File: src/vgc_timing_pkg.sv
package vgc_timing_pkg;

    // Raster coordinates and video memory words
    typedef logic [9:0]  hpos_t;
    typedef logic [8:0]  vpos_t;
    typedef logic [22:0] vaddr_t;
    typedef logic [7:0]  vbyte_t;

    // Phase of the per-line fetch sequence
    typedef enum logic [2:0] {
        IDLE,
        SCB_ADDR,
        SCB_LATCH,
        PAL_FETCH,
        PIX_FETCH
    } line_phase_e;

    // One strobe per fetch action, at most one high per pixel strobe
    typedef struct packed {
        logic load_scb_addr;
        logic latch_scb;
        logic load_pal_base;
        logic load_line_base;
        logic pal_step;
        logic pix_step;
    } fetch_ctl_t;

    // Horizontal fetch positions
    localparam hpos_t SCB_ADDR_H      = 10'd908;
    localparam hpos_t SCB_LATCH_H     = 10'd910;
    localparam hpos_t PAL_START_H     = 10'd912;
    localparam hpos_t PAL_END_H       = 10'd32;
    localparam hpos_t PIX_END_H       = 10'd672;
    localparam hpos_t PIX_LAST_STEP_H = 10'd668;

    // Vertical positions of the SHR window and interrupts
    localparam vpos_t FIRST_LINE_V = 9'd32;
    localparam vpos_t LAST_LINE_V  = 9'd232;
    localparam vpos_t IRQ_FIRST_V  = 9'd31;
    localparam vpos_t IRQ_END_V    = 9'd206;
    localparam vpos_t VBL_V        = 9'd199;

    // Offsets inside the SHR buffer
    localparam vaddr_t SCB_OFFSET = 23'h007D00;
    localparam vaddr_t PAL_OFFSET = 23'h007E00;
    localparam vaddr_t LINE_BYTES = 23'd160;

endpackage

File: src/vgc_color_pkg.sv
package vgc_color_pkg;

    // One 4-bit color channel
    typedef logic [3:0] nib_t;

    // Index into a 16-entry palette
    typedef logic [3:0] pal_idx_t;

    // IIgs native color, four bits per channel
    typedef struct packed {
        nib_t r;
        nib_t g;
        nib_t b;
    } rgb12_t;

    // Display color, eight bits per channel
    typedef struct packed {
        logic [7:0] r;
        logic [7:0] g;
        logic [7:0] b;
    } rgb24_t;

    // Fixed IIgs colors used for the border
    localparam rgb12_t BORDER_PALETTE [16] = '{
        12'h000,  // Black
        12'hd03,  // Deep red
        12'h009,  // Dark blue
        12'hd2d,  // Purple
        12'h072,  // Dark green
        12'h555,  // Dark gray
        12'h22f,  // Medium blue
        12'h6af,  // Light blue
        12'h850,  // Brown
        12'hf60,  // Orange
        12'haaa,  // Light gray
        12'hf98,  // Pink
        12'h1d0,  // Light green
        12'hff0,  // Yellow
        12'h4f9,  // Aquamarine
        12'hfff   // White
    };

endpackage

File: src/shr_line_sequencer.sv
`timescale 1ns/1ps

module shr_line_sequencer import vgc_timing_pkg::*; (
    input  logic       clk_vid,
    input  logic       rst,
    input  logic       ce_pix,
    input  hpos_t      h,
    input  vpos_t      v,
    input  logic       shr_enable,
    output fetch_ctl_t fctl,
    output logic       vbl_irq
);

    line_phase_e state;
    line_phase_e state_next;
    fetch_ctl_t  ctl;
    logic        fetch_line;
    logic        in_vbl;
    logic        in_vbl_d;

    // SCB for line V+1 is read on line V, so fetch starts one line early
    assign fetch_line = shr_enable
                     && v >= vpos_t'(FIRST_LINE_V - 1)
                     && v <  vpos_t'(LAST_LINE_V - 1);

    always_comb begin
        state_next = state;
        ctl        = '0;
        case (state)
            IDLE: begin
                if (h == SCB_ADDR_H && fetch_line) begin
                    ctl.load_scb_addr = 1'b1;
                    state_next        = SCB_ADDR;
                end
            end
            SCB_ADDR: begin
                if (h == SCB_LATCH_H) begin
                    ctl.latch_scb = 1'b1;
                    state_next    = SCB_LATCH;
                end
            end
            SCB_LATCH: begin
                if (h == PAL_START_H) begin
                    ctl.load_pal_base = 1'b1;
                    state_next        = PAL_FETCH;
                end
            end
            PAL_FETCH: begin
                // H wraps to 0 here, palette bytes arrive on H=0..31
                if (h == hpos_t'(PAL_END_H - 1)) begin
                    ctl.load_line_base = 1'b1;
                    state_next         = PIX_FETCH;
                end else if (h < hpos_t'(PAL_END_H - 1)) begin
                    ctl.pal_step = 1'b1;
                end
            end
            PIX_FETCH: begin
                // No address step once the last byte is on the bus
                if (h < PIX_LAST_STEP_H) begin
                    ctl.pix_step = 1'b1;
                end
                if (h == hpos_t'(PIX_END_H - 1)) begin
                    state_next = IDLE;
                end
            end
            default: begin
                state_next = IDLE;
            end
        endcase
    end

    // Strobes last exactly one pixel clock
    assign fctl = ce_pix ? ctl : '0;

    always_ff @(posedge clk_vid) begin
        if (rst) begin
            state <= IDLE;
        end else if (ce_pix) begin
            state <= state_next;
        end
    end

    // Blank level and its delayed copy give a single-strobe edge pulse
    assign in_vbl = v >= VBL_V;

    always_ff @(posedge clk_vid) begin
        if (rst) begin
            // Held high so no pulse fires if reset ends inside blanking
            in_vbl_d <= 1'b1;
        end else if (ce_pix) begin
            in_vbl_d <= in_vbl;
        end
    end

    assign vbl_irq = ce_pix && in_vbl && !in_vbl_d;

endmodule

File: src/shr_fetch_addr.sv
`timescale 1ns/1ps

module shr_fetch_addr import vgc_timing_pkg::*, vgc_color_pkg::*; #(
    parameter vaddr_t BUF_BASE = 23'h012000
) (
    input  logic       clk_vid,
    input  logic       rst,
    input  logic       ce_pix,
    input  fetch_ctl_t fctl,
    input  vpos_t      v,
    input  pal_idx_t   scb_bank,
    output vaddr_t     video_addr,
    output logic [1:0] byte_phase
);

    vaddr_t scb_addr;
    vaddr_t pal_addr;
    vaddr_t line_addr;
    logic   addr_step;

    // SCB entry for the line that follows the current one
    assign scb_addr = BUF_BASE + SCB_OFFSET + vaddr_t'(v - FIRST_LINE_V + 9'd1);

    // 16 entries of two bytes each per palette
    assign pal_addr = BUF_BASE + PAL_OFFSET + {14'd0, scb_bank, 5'd0};

    // Start of the pixel row for this line
    assign line_addr = BUF_BASE + LINE_BYTES * vaddr_t'(v - FIRST_LINE_V);

    // Palette bytes are consecutive, pixel bytes advance once per four strobes
    assign addr_step = fctl.load_pal_base
                    || fctl.pal_step
                    || (fctl.pix_step && byte_phase == 2'd2);

    always_ff @(posedge clk_vid) begin
        if (rst) begin
            video_addr <= '0;
            byte_phase <= '0;
        end else if (ce_pix) begin
            // Free-running phase, aligned to byte 0 at the line base load
            if (fctl.load_line_base) begin
                byte_phase <= '0;
            end else begin
                byte_phase <= byte_phase + 2'd1;
            end

            if (fctl.load_scb_addr) begin
                video_addr <= scb_addr;
            end else if (fctl.latch_scb) begin
                video_addr <= pal_addr;
            end else if (fctl.load_line_base) begin
                video_addr <= line_addr;
            end else if (addr_step) begin
                video_addr <= video_addr + 23'd1;
            end
        end
    end

endmodule

File: src/shr_palette.sv
`timescale 1ns/1ps

module shr_palette import vgc_timing_pkg::*, vgc_color_pkg::*; (
    input  logic       clk_vid,
    input  logic       rst,
    input  logic       ce_pix,
    input  fetch_ctl_t fctl,
    input  logic       addr_odd,
    input  vbyte_t     video_data,
    input  pal_idx_t   rd_idx,
    output rgb12_t     rd_rgb
);

    rgb12_t   pal_mem [16];
    pal_idx_t wr_idx;
    logic     wr_en;

    // Last R byte lands on the same strobe as the line base load
    assign wr_en = fctl.pal_step || fctl.load_line_base;

    always_ff @(posedge clk_vid) begin
        if (rst) begin
            wr_idx <= '0;
        end else if (ce_pix) begin
            if (fctl.load_pal_base) begin
                wr_idx <= '0;
            end else if (wr_en && !addr_odd) begin
                // R byte closes an entry
                wr_idx <= wr_idx + 4'd1;
            end
        end
    end

    always_ff @(posedge clk_vid) begin
        if (ce_pix && wr_en) begin
            if (addr_odd) begin
                pal_mem[wr_idx].g <= video_data[7:4];
                pal_mem[wr_idx].b <= video_data[3:0];
            end else begin
                pal_mem[wr_idx].r <= video_data[3:0];
            end
        end
    end

    assign rd_rgb = pal_mem[rd_idx];

endmodule

File: src/shr_pixel_decoder.sv
`timescale 1ns/1ps

module shr_pixel_decoder import vgc_timing_pkg::*, vgc_color_pkg::*; (
    input  logic       clk_vid,
    input  logic       rst,
    input  logic       ce_pix,
    input  logic       shr_enable,
    input  fetch_ctl_t fctl,
    input  vpos_t      v,
    input  vbyte_t     video_data,
    input  logic [1:0] byte_phase,
    output pal_idx_t   scb_bank,
    output pal_idx_t   rd_idx,
    input  rgb12_t     rd_rgb,
    output rgb12_t     pix_rgb,
    output logic       scanline_irq
);

    vbyte_t   scb;
    vbyte_t   held_byte;
    vbyte_t   cur_byte;
    pal_idx_t nib;
    pal_idx_t last_idx;
    pal_idx_t pix_idx;
    logic     load_pix;

    // Palette bank goes straight from the bus while the SCB is being latched
    assign scb_bank = fctl.latch_scb ? video_data[3:0] : scb[3:0];

    // Address has already moved to the next byte by phase 3
    assign cur_byte = (byte_phase == 2'd3) ? held_byte : video_data;

    // 320 mode, high nibble first
    assign nib = byte_phase[1] ? cur_byte[3:0] : cur_byte[7:4];

    always_comb begin
        if (scb[7]) begin
            // 640 mode, each field picks from its own quarter
            load_pix = 1'b1;
            case (byte_phase)
                2'd0:    pix_idx = {2'b10, cur_byte[7:6]};
                2'd1:    pix_idx = {2'b11, cur_byte[5:4]};
                2'd2:    pix_idx = {2'b00, cur_byte[3:2]};
                default: pix_idx = {2'b01, cur_byte[1:0]};
            endcase
        end else begin
            // Each 320 pixel spans two strobes
            load_pix = !byte_phase[0];
            if (scb[5] && nib == 4'd0) begin
                pix_idx = last_idx;
            end else begin
                pix_idx = nib;
            end
        end
    end

    assign rd_idx = pix_idx;

    always_ff @(posedge clk_vid) begin
        if (rst) begin
            scb          <= '0;
            scanline_irq <= 1'b0;
            last_idx     <= '0;
        end else if (ce_pix) begin
            if (fctl.latch_scb) begin
                scb <= video_data;
                if (video_data[6] && shr_enable && v >= IRQ_FIRST_V && v < IRQ_END_V) begin
                    scanline_irq <= 1'b1;
                end
            end
            if (fctl.load_pal_base) begin
                scanline_irq <= 1'b0;
            end
            // Fill color restarts on each line
            if (fctl.load_line_base) begin
                last_idx <= '0;
            end else if (!scb[7] && load_pix && nib != 4'd0) begin
                last_idx <= nib;
            end
        end
    end

    always_ff @(posedge clk_vid) begin
        if (ce_pix) begin
            if (byte_phase == 2'd2) begin
                held_byte <= video_data;
            end
            if (load_pix) begin
                pix_rgb <= rd_rgb;
            end
        end
    end

endmodule

File: src/shr_video_out.sv
`timescale 1ns/1ps

module shr_video_out import vgc_timing_pkg::*, vgc_color_pkg::*; (
    input  logic     clk_vid,
    input  logic     rst,
    input  logic     ce_pix,
    input  logic     shr_enable,
    input  hpos_t    h,
    input  vpos_t    v,
    input  pal_idx_t border_color,
    input  rgb12_t   pix_rgb,
    output rgb24_t   rgb
);

    pal_idx_t border_q;
    pal_idx_t border_sel;
    rgb12_t   border_rgb;
    rgb12_t   shown;
    logic     active;

    // Border changes take effect only at a line start
    assign border_sel = (h == '0) ? border_color : border_q;
    assign border_rgb = BORDER_PALETTE[border_sel];

    // Pixel area starts where the palette load ends
    assign active = shr_enable
                 && h >= PAL_END_H
                 && h <  PIX_END_H
                 && v >= FIRST_LINE_V
                 && v <  LAST_LINE_V;

    assign shown = active ? pix_rgb : border_rgb;

    always_ff @(posedge clk_vid) begin
        if (rst) begin
            border_q <= '0;
            rgb      <= '0;
        end else if (ce_pix) begin
            if (h == '0) begin
                border_q <= border_color;
            end
            // Nibble repeated so 4'hf maps to full scale
            rgb.r <= {shown.r, shown.r};
            rgb.g <= {shown.g, shown.g};
            rgb.b <= {shown.b, shown.b};
        end
    end

endmodule

File: src/shr_vgc_top.sv
`timescale 1ns/1ps

module shr_vgc_top import vgc_timing_pkg::*, vgc_color_pkg::*; #(
    parameter vaddr_t BUF_BASE = 23'h012000
) (
    input  logic     clk_vid,
    input  logic     rst,
    input  logic     ce_pix,
    input  hpos_t    h,
    input  vpos_t    v,
    input  logic     shr_enable,
    input  pal_idx_t border_color,
    input  vbyte_t   video_data,
    output vaddr_t   video_addr,
    output rgb24_t   rgb,
    output logic     scanline_irq,
    output logic     vbl_irq
);

    fetch_ctl_t fctl;
    logic [1:0] byte_phase;
    pal_idx_t   scb_bank;
    pal_idx_t   rd_idx;
    rgb12_t     rd_rgb;
    rgb12_t     pix_rgb;

    // Raster decode and blanking pulse
    shr_line_sequencer shr_line_sequencer_inst (
        .clk_vid    (clk_vid),
        .rst        (rst),
        .ce_pix     (ce_pix),
        .h          (h),
        .v          (v),
        .shr_enable (shr_enable),
        .fctl       (fctl),
        .vbl_irq    (vbl_irq)
    );

    // Video memory address generation
    shr_fetch_addr #(
        .BUF_BASE (BUF_BASE)
    ) shr_fetch_addr_inst (
        .clk_vid    (clk_vid),
        .rst        (rst),
        .ce_pix     (ce_pix),
        .fctl       (fctl),
        .v          (v),
        .scb_bank   (scb_bank),
        .video_addr (video_addr),
        .byte_phase (byte_phase)
    );

    // Address parity tells GB bytes from R bytes
    shr_palette shr_palette_inst (
        .clk_vid    (clk_vid),
        .rst        (rst),
        .ce_pix     (ce_pix),
        .fctl       (fctl),
        .addr_odd   (video_addr[0]),
        .video_data (video_data),
        .rd_idx     (rd_idx),
        .rd_rgb     (rd_rgb)
    );

    shr_pixel_decoder shr_pixel_decoder_inst (
        .clk_vid      (clk_vid),
        .rst          (rst),
        .ce_pix       (ce_pix),
        .shr_enable   (shr_enable),
        .fctl         (fctl),
        .v            (v),
        .video_data   (video_data),
        .byte_phase   (byte_phase),
        .scb_bank     (scb_bank),
        .rd_idx       (rd_idx),
        .rd_rgb       (rd_rgb),
        .pix_rgb      (pix_rgb),
        .scanline_irq (scanline_irq)
    );

    shr_video_out shr_video_out_inst (
        .clk_vid      (clk_vid),
        .rst          (rst),
        .ce_pix       (ce_pix),
        .shr_enable   (shr_enable),
        .h            (h),
        .v            (v),
        .border_color (border_color),
        .pix_rgb      (pix_rgb),
        .rgb          (rgb)
    );

endmodule

File: config.mk
export PLATFORM = sky130hd
export DESIGN_NAME = shr_vgc_top
export DESIGN_NICKNAME = d
export VERILOG_FILES = /design/src/vgc_timing_pkg.sv /design/src/vgc_color_pkg.sv /design/src/shr_line_sequencer.sv /design/src/shr_fetch_addr.sv /design/src/shr_palette.sv /design/src/shr_pixel_decoder.sv /design/src/shr_video_out.sv /design/src/shr_vgc_top.sv
export SDC_FILE = /design/constraint.sdc
export NUM_CORES = 1
export LEC_CHECK = 0
export CAP_MARGIN = 10
export CORE_ASPECT_RATIO = 1.25
export CORE_UTILIZATION = 35
export DETAILED_ROUTE_END_ITERATION = 8
export DONT_BUFFER_PORTS = 1
export GPL_ROUTABILITY_DRIVEN = 0
export SLEW_MARGIN = 0
export SYNTH_ARGS = -nofsm -noshare
export SYNTH_HDL_FRONTEND = slang
export SYNTH_SLANG_ARGS = --single-unit
File: constraint.sdc
create_clock -name clk_vid -period 3.85 [get_ports clk_vid]
set_clock_uncertainty 0.1 [all_clocks]
set_input_delay 0.5775 -clock clk_vid [delete_from_list [all_inputs] [get_ports clk_vid]]
set_output_delay 0.5775 -clock clk_vid [all_outputs]
set_load 0.01 [all_outputs]
=== After elaboration in Yosys (flattened, before gate mapping) ===
Memory sizes are Yosys's and may differ from the RTL's. A register that Yosys moved wholly into a read port is not among the register bits.
Index checks and enable logic that the tools add are counted.

* Register bits: 82
* Bits in writable memories: 192
* Bits in read-only memories: 192
* Output and inout port bits: 49
* Word-level logic and storage cells: 144
* Memories: 2

{| class="wikitable"
|+ Memories
! memory !! words !! bits a word !! read ports !! clocked after Yosys merged registers in !! wr ports !! RTL line !! source
|-
| (name not given) || 16 || 12 || 1 || 0 || 0 || shr_video_out.sv:23 || <nowiki>assign border_rgb = BORDER_PALETTE[border_sel];</nowiki>
|-
| shr_palette_inst.pal_mem || 16 || 12 || 1 || 1 || 1 || shr_palette.sv:14 || <nowiki>rgb12_t pal_mem [16];</nowiki>
|}

* Add/subtract/negate cells: 8
* Multiply operators: 1
* Magnitude comparators: 11
* Eq/ne operators: 17
* Muxes and demuxes: 48
* Bitwise logic cells: 1
* Reduce and logical (&&, ||, !) cells: 43

{| class="wikitable"
|+ Operator list
! kind !! number
|-
| 23-bit 2-to-1 mux || 4
|-
| 17-bit by 23-bit adder with 23-bit output, first input constant || 2
|-
| 10-bit equality test, second input constant || 4
|-
| 12-bit 2-to-1 mux || 3
|-
| 4-bit 2-to-1 mux || 9
|-
| 9-bit by 8-bit < comparator with 1-bit output, second input constant || 3
|-
| 23-bit by 1-bit adder with 23-bit output, second input constant || 1
|-
| 3-bit by 23-bit multiplier with 18-bit output, first input constant || 1
|-
| 1-bit 2-to-1 mux || 21
|-
| 10-bit < comparator, second input constant || 2
|-
| 17-bit by 9-bit adder with 18-bit output, first input constant || 1
|-
| 1-bit logical AND || 18
|-
| 3-bit 2-to-1 mux || 5
|-
| 3-bit one-hot mux with 5 select lines || 1
|-
| 4-bit one-hot mux with 3 select lines || 1
|-
| 2-bit AND reduction || 6
|-
| 10-bit by 2-bit adder with 11-bit output, second input constant || 1
|-
| 10-bit by 5-bit equality test with 1-bit output, second input constant || 1
|-
| 10-bit by 6-bit >= comparator with 1-bit output, second input constant || 1
|-
| 10-bit zero test || 1
|-
| 10-bit by 5-bit < comparator with 1-bit output, second input constant || 1
|-
| 2-bit by 1-bit inequality test with 1-bit output, second input constant || 5
|-
| 9-bit by 6-bit subtractor with 10-bit output, second input constant || 1
|-
| 9-bit by 5-bit >= comparator with 1-bit output, second input constant || 1
|-
| 23 further kinds || 35
|}

=== Logic depth before layout (Yosys ltp) ===
* Depth after elaboration: 13
* Gate-level depth with buffers: 16
* Depth with buffers taken out: 15

=== Modules after synthesis ===
Synthesis repeated with hierarchy kept, for this count alone.

* Cell total of the unflattened synthesis: 1,086
* Area, all modules: 13,751.9 um^2

{| class="wikitable"
|+ Modules (own cells, without submodules)
! module !! times used !! cells an instance !! area each (um^2)
|-
| shr_palette || 1 || 372 || 7,801.2
|-
| shr_fetch_addr || 1 || 358 || 2,693.8
|-
| shr_video_out || 1 || 177 || 1,462.7
|-
| shr_pixel_decoder || 1 || 114 || 1,277.5
|-
| shr_line_sequencer || 1 || 65 || 516.7
|}

=== Worst setup path after synthesis ===
Ideal clock, no wire load.

* Kind: input-to-reg
* Start point: input port v[7]
* End point: register shr_fetch_addr_inst.video_addr[19]
* Arrival: 3,795 ps
* Required time: 3,658 ps
* Path slack: -137 ps
* Stages: 15
* Buffers on the path: 1
* Path through: or3_1 xor2_1 inv_1 ha_1 ha_1 o21ai_0 o21bai_1 xor2_1 ha_1 clkbuf_1 nor4bb_1 nand3_1 o211a_1 o221a_2 o32ai_1

* Cells in the longest elaborated chain, start to end: 9
* Elaborated cells between the ends (all ways): 18

{| class="wikitable"
|+ RTL lines
! item !! RTL line !! source
|-
| start: declaration || shr_vgc_top.sv:10 || <nowiki>input vpos_t v,</nowiki>
|-
| parallel branches: the longest is 9 deep, another holds 3-bit by 23-bit multiplier with 18-bit output || - ||
|-
| end signal: assignment || shr_fetch_addr.sv:48 || <nowiki>video_addr <= scb_addr;</nowiki>
|-
| end signal: assignment || shr_fetch_addr.sv:50 || <nowiki>video_addr <= pal_addr;</nowiki>
|-
| end signal: assignment || shr_fetch_addr.sv:52 || <nowiki>video_addr <= line_addr;</nowiki>
|-
| end: declaration || shr_fetch_addr.sv:12 || <nowiki>output vaddr_t video_addr,</nowiki>
|}

Several ways; the timed one is not identified.
A chain may end at the register's enable or synchronous reset.

=== Worst setup path in the final report ===
* Start point: register shr_fetch_addr_inst.byte_phase[1]
* End point: register shr_pixel_decoder_inst.pix_rgb[5] (netlist name)

* Cells in the longest elaborated chain, start to end: 7
* Elaborated cells between the ends (all ways): 11

{| class="wikitable"
|+ RTL lines
! item !! RTL line !! source
|-
| start: declaration || shr_fetch_addr.sv:13 || <nowiki>output logic [1:0] byte_phase</nowiki>
|-
| start signal: assignment || shr_fetch_addr.sv:44 || <nowiki>byte_phase <= byte_phase + 2'd1;</nowiki>
|-
| 2-bit equality test || shr_pixel_decoder.sv:31 || <nowiki>assign cur_byte = (byte_phase == 2'd3) ? held_byte : video_data;</nowiki>
|-
| 8-bit 2-to-1 mux || shr_pixel_decoder.sv:31 ||
|-
| 4-bit 2-to-1 mux || shr_pixel_decoder.sv:34 || <nowiki>assign nib = byte_phase[1] ? cur_byte[3:0] : cur_byte[7:4];</nowiki>
|-
| 4-bit zero test || shr_pixel_decoder.sv:49 || <nowiki>if (scb[5] && nib == 4'd0) begin</nowiki>
|-
| 1-bit logical AND || shr_pixel_decoder.sv:49 ||
|-
| 4-bit 2-to-1 mux || shr_pixel_decoder.sv:49 ||
|-
| 4-bit 2-to-1 mux * || shr_pixel_decoder.sv:37 || <nowiki>if (scb[7]) begin</nowiki>
|}

Mark *: on every way between the ends. The rest lies on a longest branch, timed or not.

==> results.md <==
* Core Rows at 80
* Residual DRC at 0
* Crit path max fanout at 23
* Hold path depth at 1
* NetSw at roughly 0.0015 W
* Die width at around 180 µm
* Starting DRC count in detailed routing at 851
* Ports at 84
* Fillers at between 3000 and 4000
* Final hold slack at 0.0162 ns
* Layout cells sized above 1 at 11.9%
* Most common cell after layout, fill and taps aside: edfxtp_1
* Comb pwr share at 11.8%
* Slew HR at 44.4%
* WL final at 33.4 mm
* Post-synthesis cell type count at 82
* Crit end category: flop
* # H-tree levels at 1
* # setup viols final at 0
* Leak at 5.30 nW
* Initial antenna violation count at 0
* Hold Path End: shr_fetch_addr_inst.video_addr[11]$_SDFFE_PP0P_
* FF-to-FF Start: shr_fetch_addr_inst.byte_phase[1]$_SDFFE_PP0P_
* Sequential share of power at between 40 and 50%
* Top FF cell, synth: edfxtp_1
* Post-route ant nets at 0
* Worst path max stage delay at slightly above 0.5 ns
* Clock-pin transition on the worst setup and hold timing paths at 0.06 ns
* Register area at around 7500 µm²
* Cell Area, Synth at around 14000 µm²
* Crit start category: flop
* Hpwl dp at 23.1 mm
* Top post-synthesis cells by area: edfxtp_1 (47%), dfxtp_1 (8.2%), mux2i_1 (7.1%), ha_1 (3.9%), nor2_1 (3.1%)
* Clock root cell: clkbuf_16
* Total power draw at roughly 0.0064 W
* Area leader, netlist: edfxtp_1
* Overflow after GRT at 0
* Top cell type's share of synthesized area at about 47%
* Clock sinks at 268
* Syn Nets at 1201
* Peak supply drop at 0.251 mV
* Sw frac at 23.6%
* RR Endpoint: shr_pixel_decoder_inst.pix_rgb[5]$_DFFE_PP_
* Vias in the first global route at 9144
* Maxcap violations at 0
* First-pass GRT wire length at 51.7 mm
* Pwr/cell area at 424 nW/µm²
* Critical path type: reg -> reg
* Core area at approximately 38000 µm²
* Synth Area per Inst at ~12 µm²
* Delay-heaviest family, CP: multiplexers
* Synth warn at 0
* Max Fclk at 0.277 GHz
* Metal-1 WL at between 10 and 15 mm
* Max clock buf depth at 3
* DR WL/cell at 20.3 µm
* CTS tree: yes
* Min-Delay Path Class: in -> reg
* Unrepaired setup endpoints after global routing: no
* Slew @ Worst Pin at 0.831 ns
* Initial core utilization at 35.6%
* Largest net degree at the start of global routing at 38
* Die area at between 30000 and 40000 µm²
* Crit path arrival time at roughly 3.8 ns
* Crit share post-route at 93.9%
* Clock Power Share at 38.4%
* Worst Min Path Start: rst
* Core Util, Final at 39.7%
* Final Hold Fails at 0
* Final Max Slew Viols at 0
* Slowest stage cell, crit path: mux4_2
* Min Tclk post-route at 3.62 ns
* Die Y at around 220 µm
* WL met2 at 16.8 mm
* Total track usage at ~17%
* Area grow syn2layout at 11.5%
* Sequential area share after synthesis at 55.0%
* Top Layer Used: met4
* Reg2reg path depth at 10
* WL met3 at 1.99 mm
* Outcome: finished clean
* CTS Buf Count at 26
* Multi-input gate area at 5660 µm²
* Setup TNS at 0 ns
* Worst skew pair latency at 0.54 ns
* P_int at 0.00491 W
* IO Port Bufs at 0
* Post-synth EDFFs at around 210
* Commonest cells after routing, fill and taps aside: edfxtp_1 (212), nor2_1 (111), mux2i_1 (97)
* WP data required at between 4 and 5 ns
* Nets@finish at 1217
* Drt via density at 5.55
* Yosys reg bits at about 270
* Routed vias at 9140
* Worst R2R Setup Slack at 0.23 ns
* Async S/R FF share, synth at 0%
* Ant. Diodes at 0
* Cells after Synth at 1123
* Buf/Inv on CP at 2
* Drt pass-1 iters at 5
* Crit path cell chain: ha_1, buf_4, mux4_2, or3_1, o221ai_4, buf_12, mux2i_1, nand2_1, a21boi_0, nor4_1
## registers in the layout (all words and copies together), names as in the netlist, 2 cells and up
signal,count
shr_palette_inst.pal_mem,192
shr_palette_inst.wr_idx,4
shr_pixel_decoder_inst.held_byte,8
shr_pixel_decoder_inst.pix_rgb,12
shr_fetch_addr_inst.video_addr,23
shr_video_out_inst.border_q,4
shr_pixel_decoder_inst.scb,2
shr_fetch_addr_inst.byte_phase,2
shr_pixel_decoder_inst.last_idx,4
shr_video_out_inst.rgb,12
shr_line_sequencer_inst.state,3
## layout make-up
| class | count | area share [%] |
|---|---|---|
| flip-flops and latches | 268 | 49.4 |
| inverters | 26 | 0.643 |
| clock inverters | 11 | 0.775 |
| clock buffers | 34 | 4.62 |
| multi-input cells | 756 | 37.3 |
| repair buffers | 61 | 3.23 |
| well taps | 492 | 4.06 |
## per-stage QoR
step	setup WS, ns	instances	cell area, µm²
finish	0.235	1648	15200
global route	0.0526	1648	15200
CTS	0.229	1647	15200
detailed placement	0.0838	1599	14300
global placement	0.150	1599	14300
floorplan	0.0101	1123	13600
## power groups by stage
stage	Combinational (W)	Clock (W)	Sequential [W]
finish	0.000761	0.00247	0.00320
global route	0.000833	0.00261	0.00320
CTS	0.000765	0.00252	0.00320
detailed placement	0.000751	0	0.00326
global placement	0.000745	0	0.00326
floorplan	0.000570	0	0.00324
## worst max path at each step
stage / startpoint / endpoint / slack, ns / cells past startpoint
floorplan: v[7] / shr_fetch_addr_inst.video_addr[19]$_SDFFE_PP0P_ / 0.01 / 15
global placement: v[7] / shr_fetch_addr_inst.video_addr[19]$_SDFFE_PP0P_ / 0.15 / 14
detailed placement: v[7] / shr_fetch_addr_inst.video_addr[19]$_SDFFE_PP0P_ / 0.08 / 14
CTS: shr_fetch_addr_inst.byte_phase[1]$_SDFFE_PP0P_ / shr_pixel_decoder_inst.pix_rgb[9]$_DFFE_PP_ / 0.23 / 8
global route: shr_fetch_addr_inst.byte_phase[0]$_SDFFE_PP0P_ / shr_pixel_decoder_inst.pix_rgb[4]$_DFFE_PP_ / 0.05 / 8
finish: shr_fetch_addr_inst.byte_phase[1]$_SDFFE_PP0P_ / shr_pixel_decoder_inst.pix_rgb[5]$_DFFE_PP_ / 0.23 / 10
## cells by family after synthesis
logic type	Yosys count	share of synthesized area [%]
fa+ha+maj	44	4.08
mux	126	11.7
buf+inv	99	3.67
compound gates	216	11.2
xor+xnor	30	1.93
simple gates	340	12.3
flops	268	55.0
## routing by layer
| metal | track usage [%] | up-vias |
|---|---|---|
| met3 | 2.72 | 60 |
| met1 | 20.5 | 4491 |
| li1 | - | 4316 |
| met2 | 30.2 | 273 |
| met5 | 0 | - |
| met4 | 4.57 | 0 |
## repair_timing
action | CTS | global route
buffers inserted | 0 | 0
resized for setup | 0 | 0
endpoints found under the hold margin | 18 | 0
hold buffers | 3 | 0
## synth_stat cells, types with 26 or more instances
library cell	instances
edfxtp_1	212
nor2_1	111
mux2i_1	97
nand2_1	89
dfxtp_1	56
a21oi_1	44
ha_1	42
clkbuf_1	35
a211oi_1	34
o21ai_0	28
inv_1	26
Note: power is estimated with default switching activity, not from simulation.
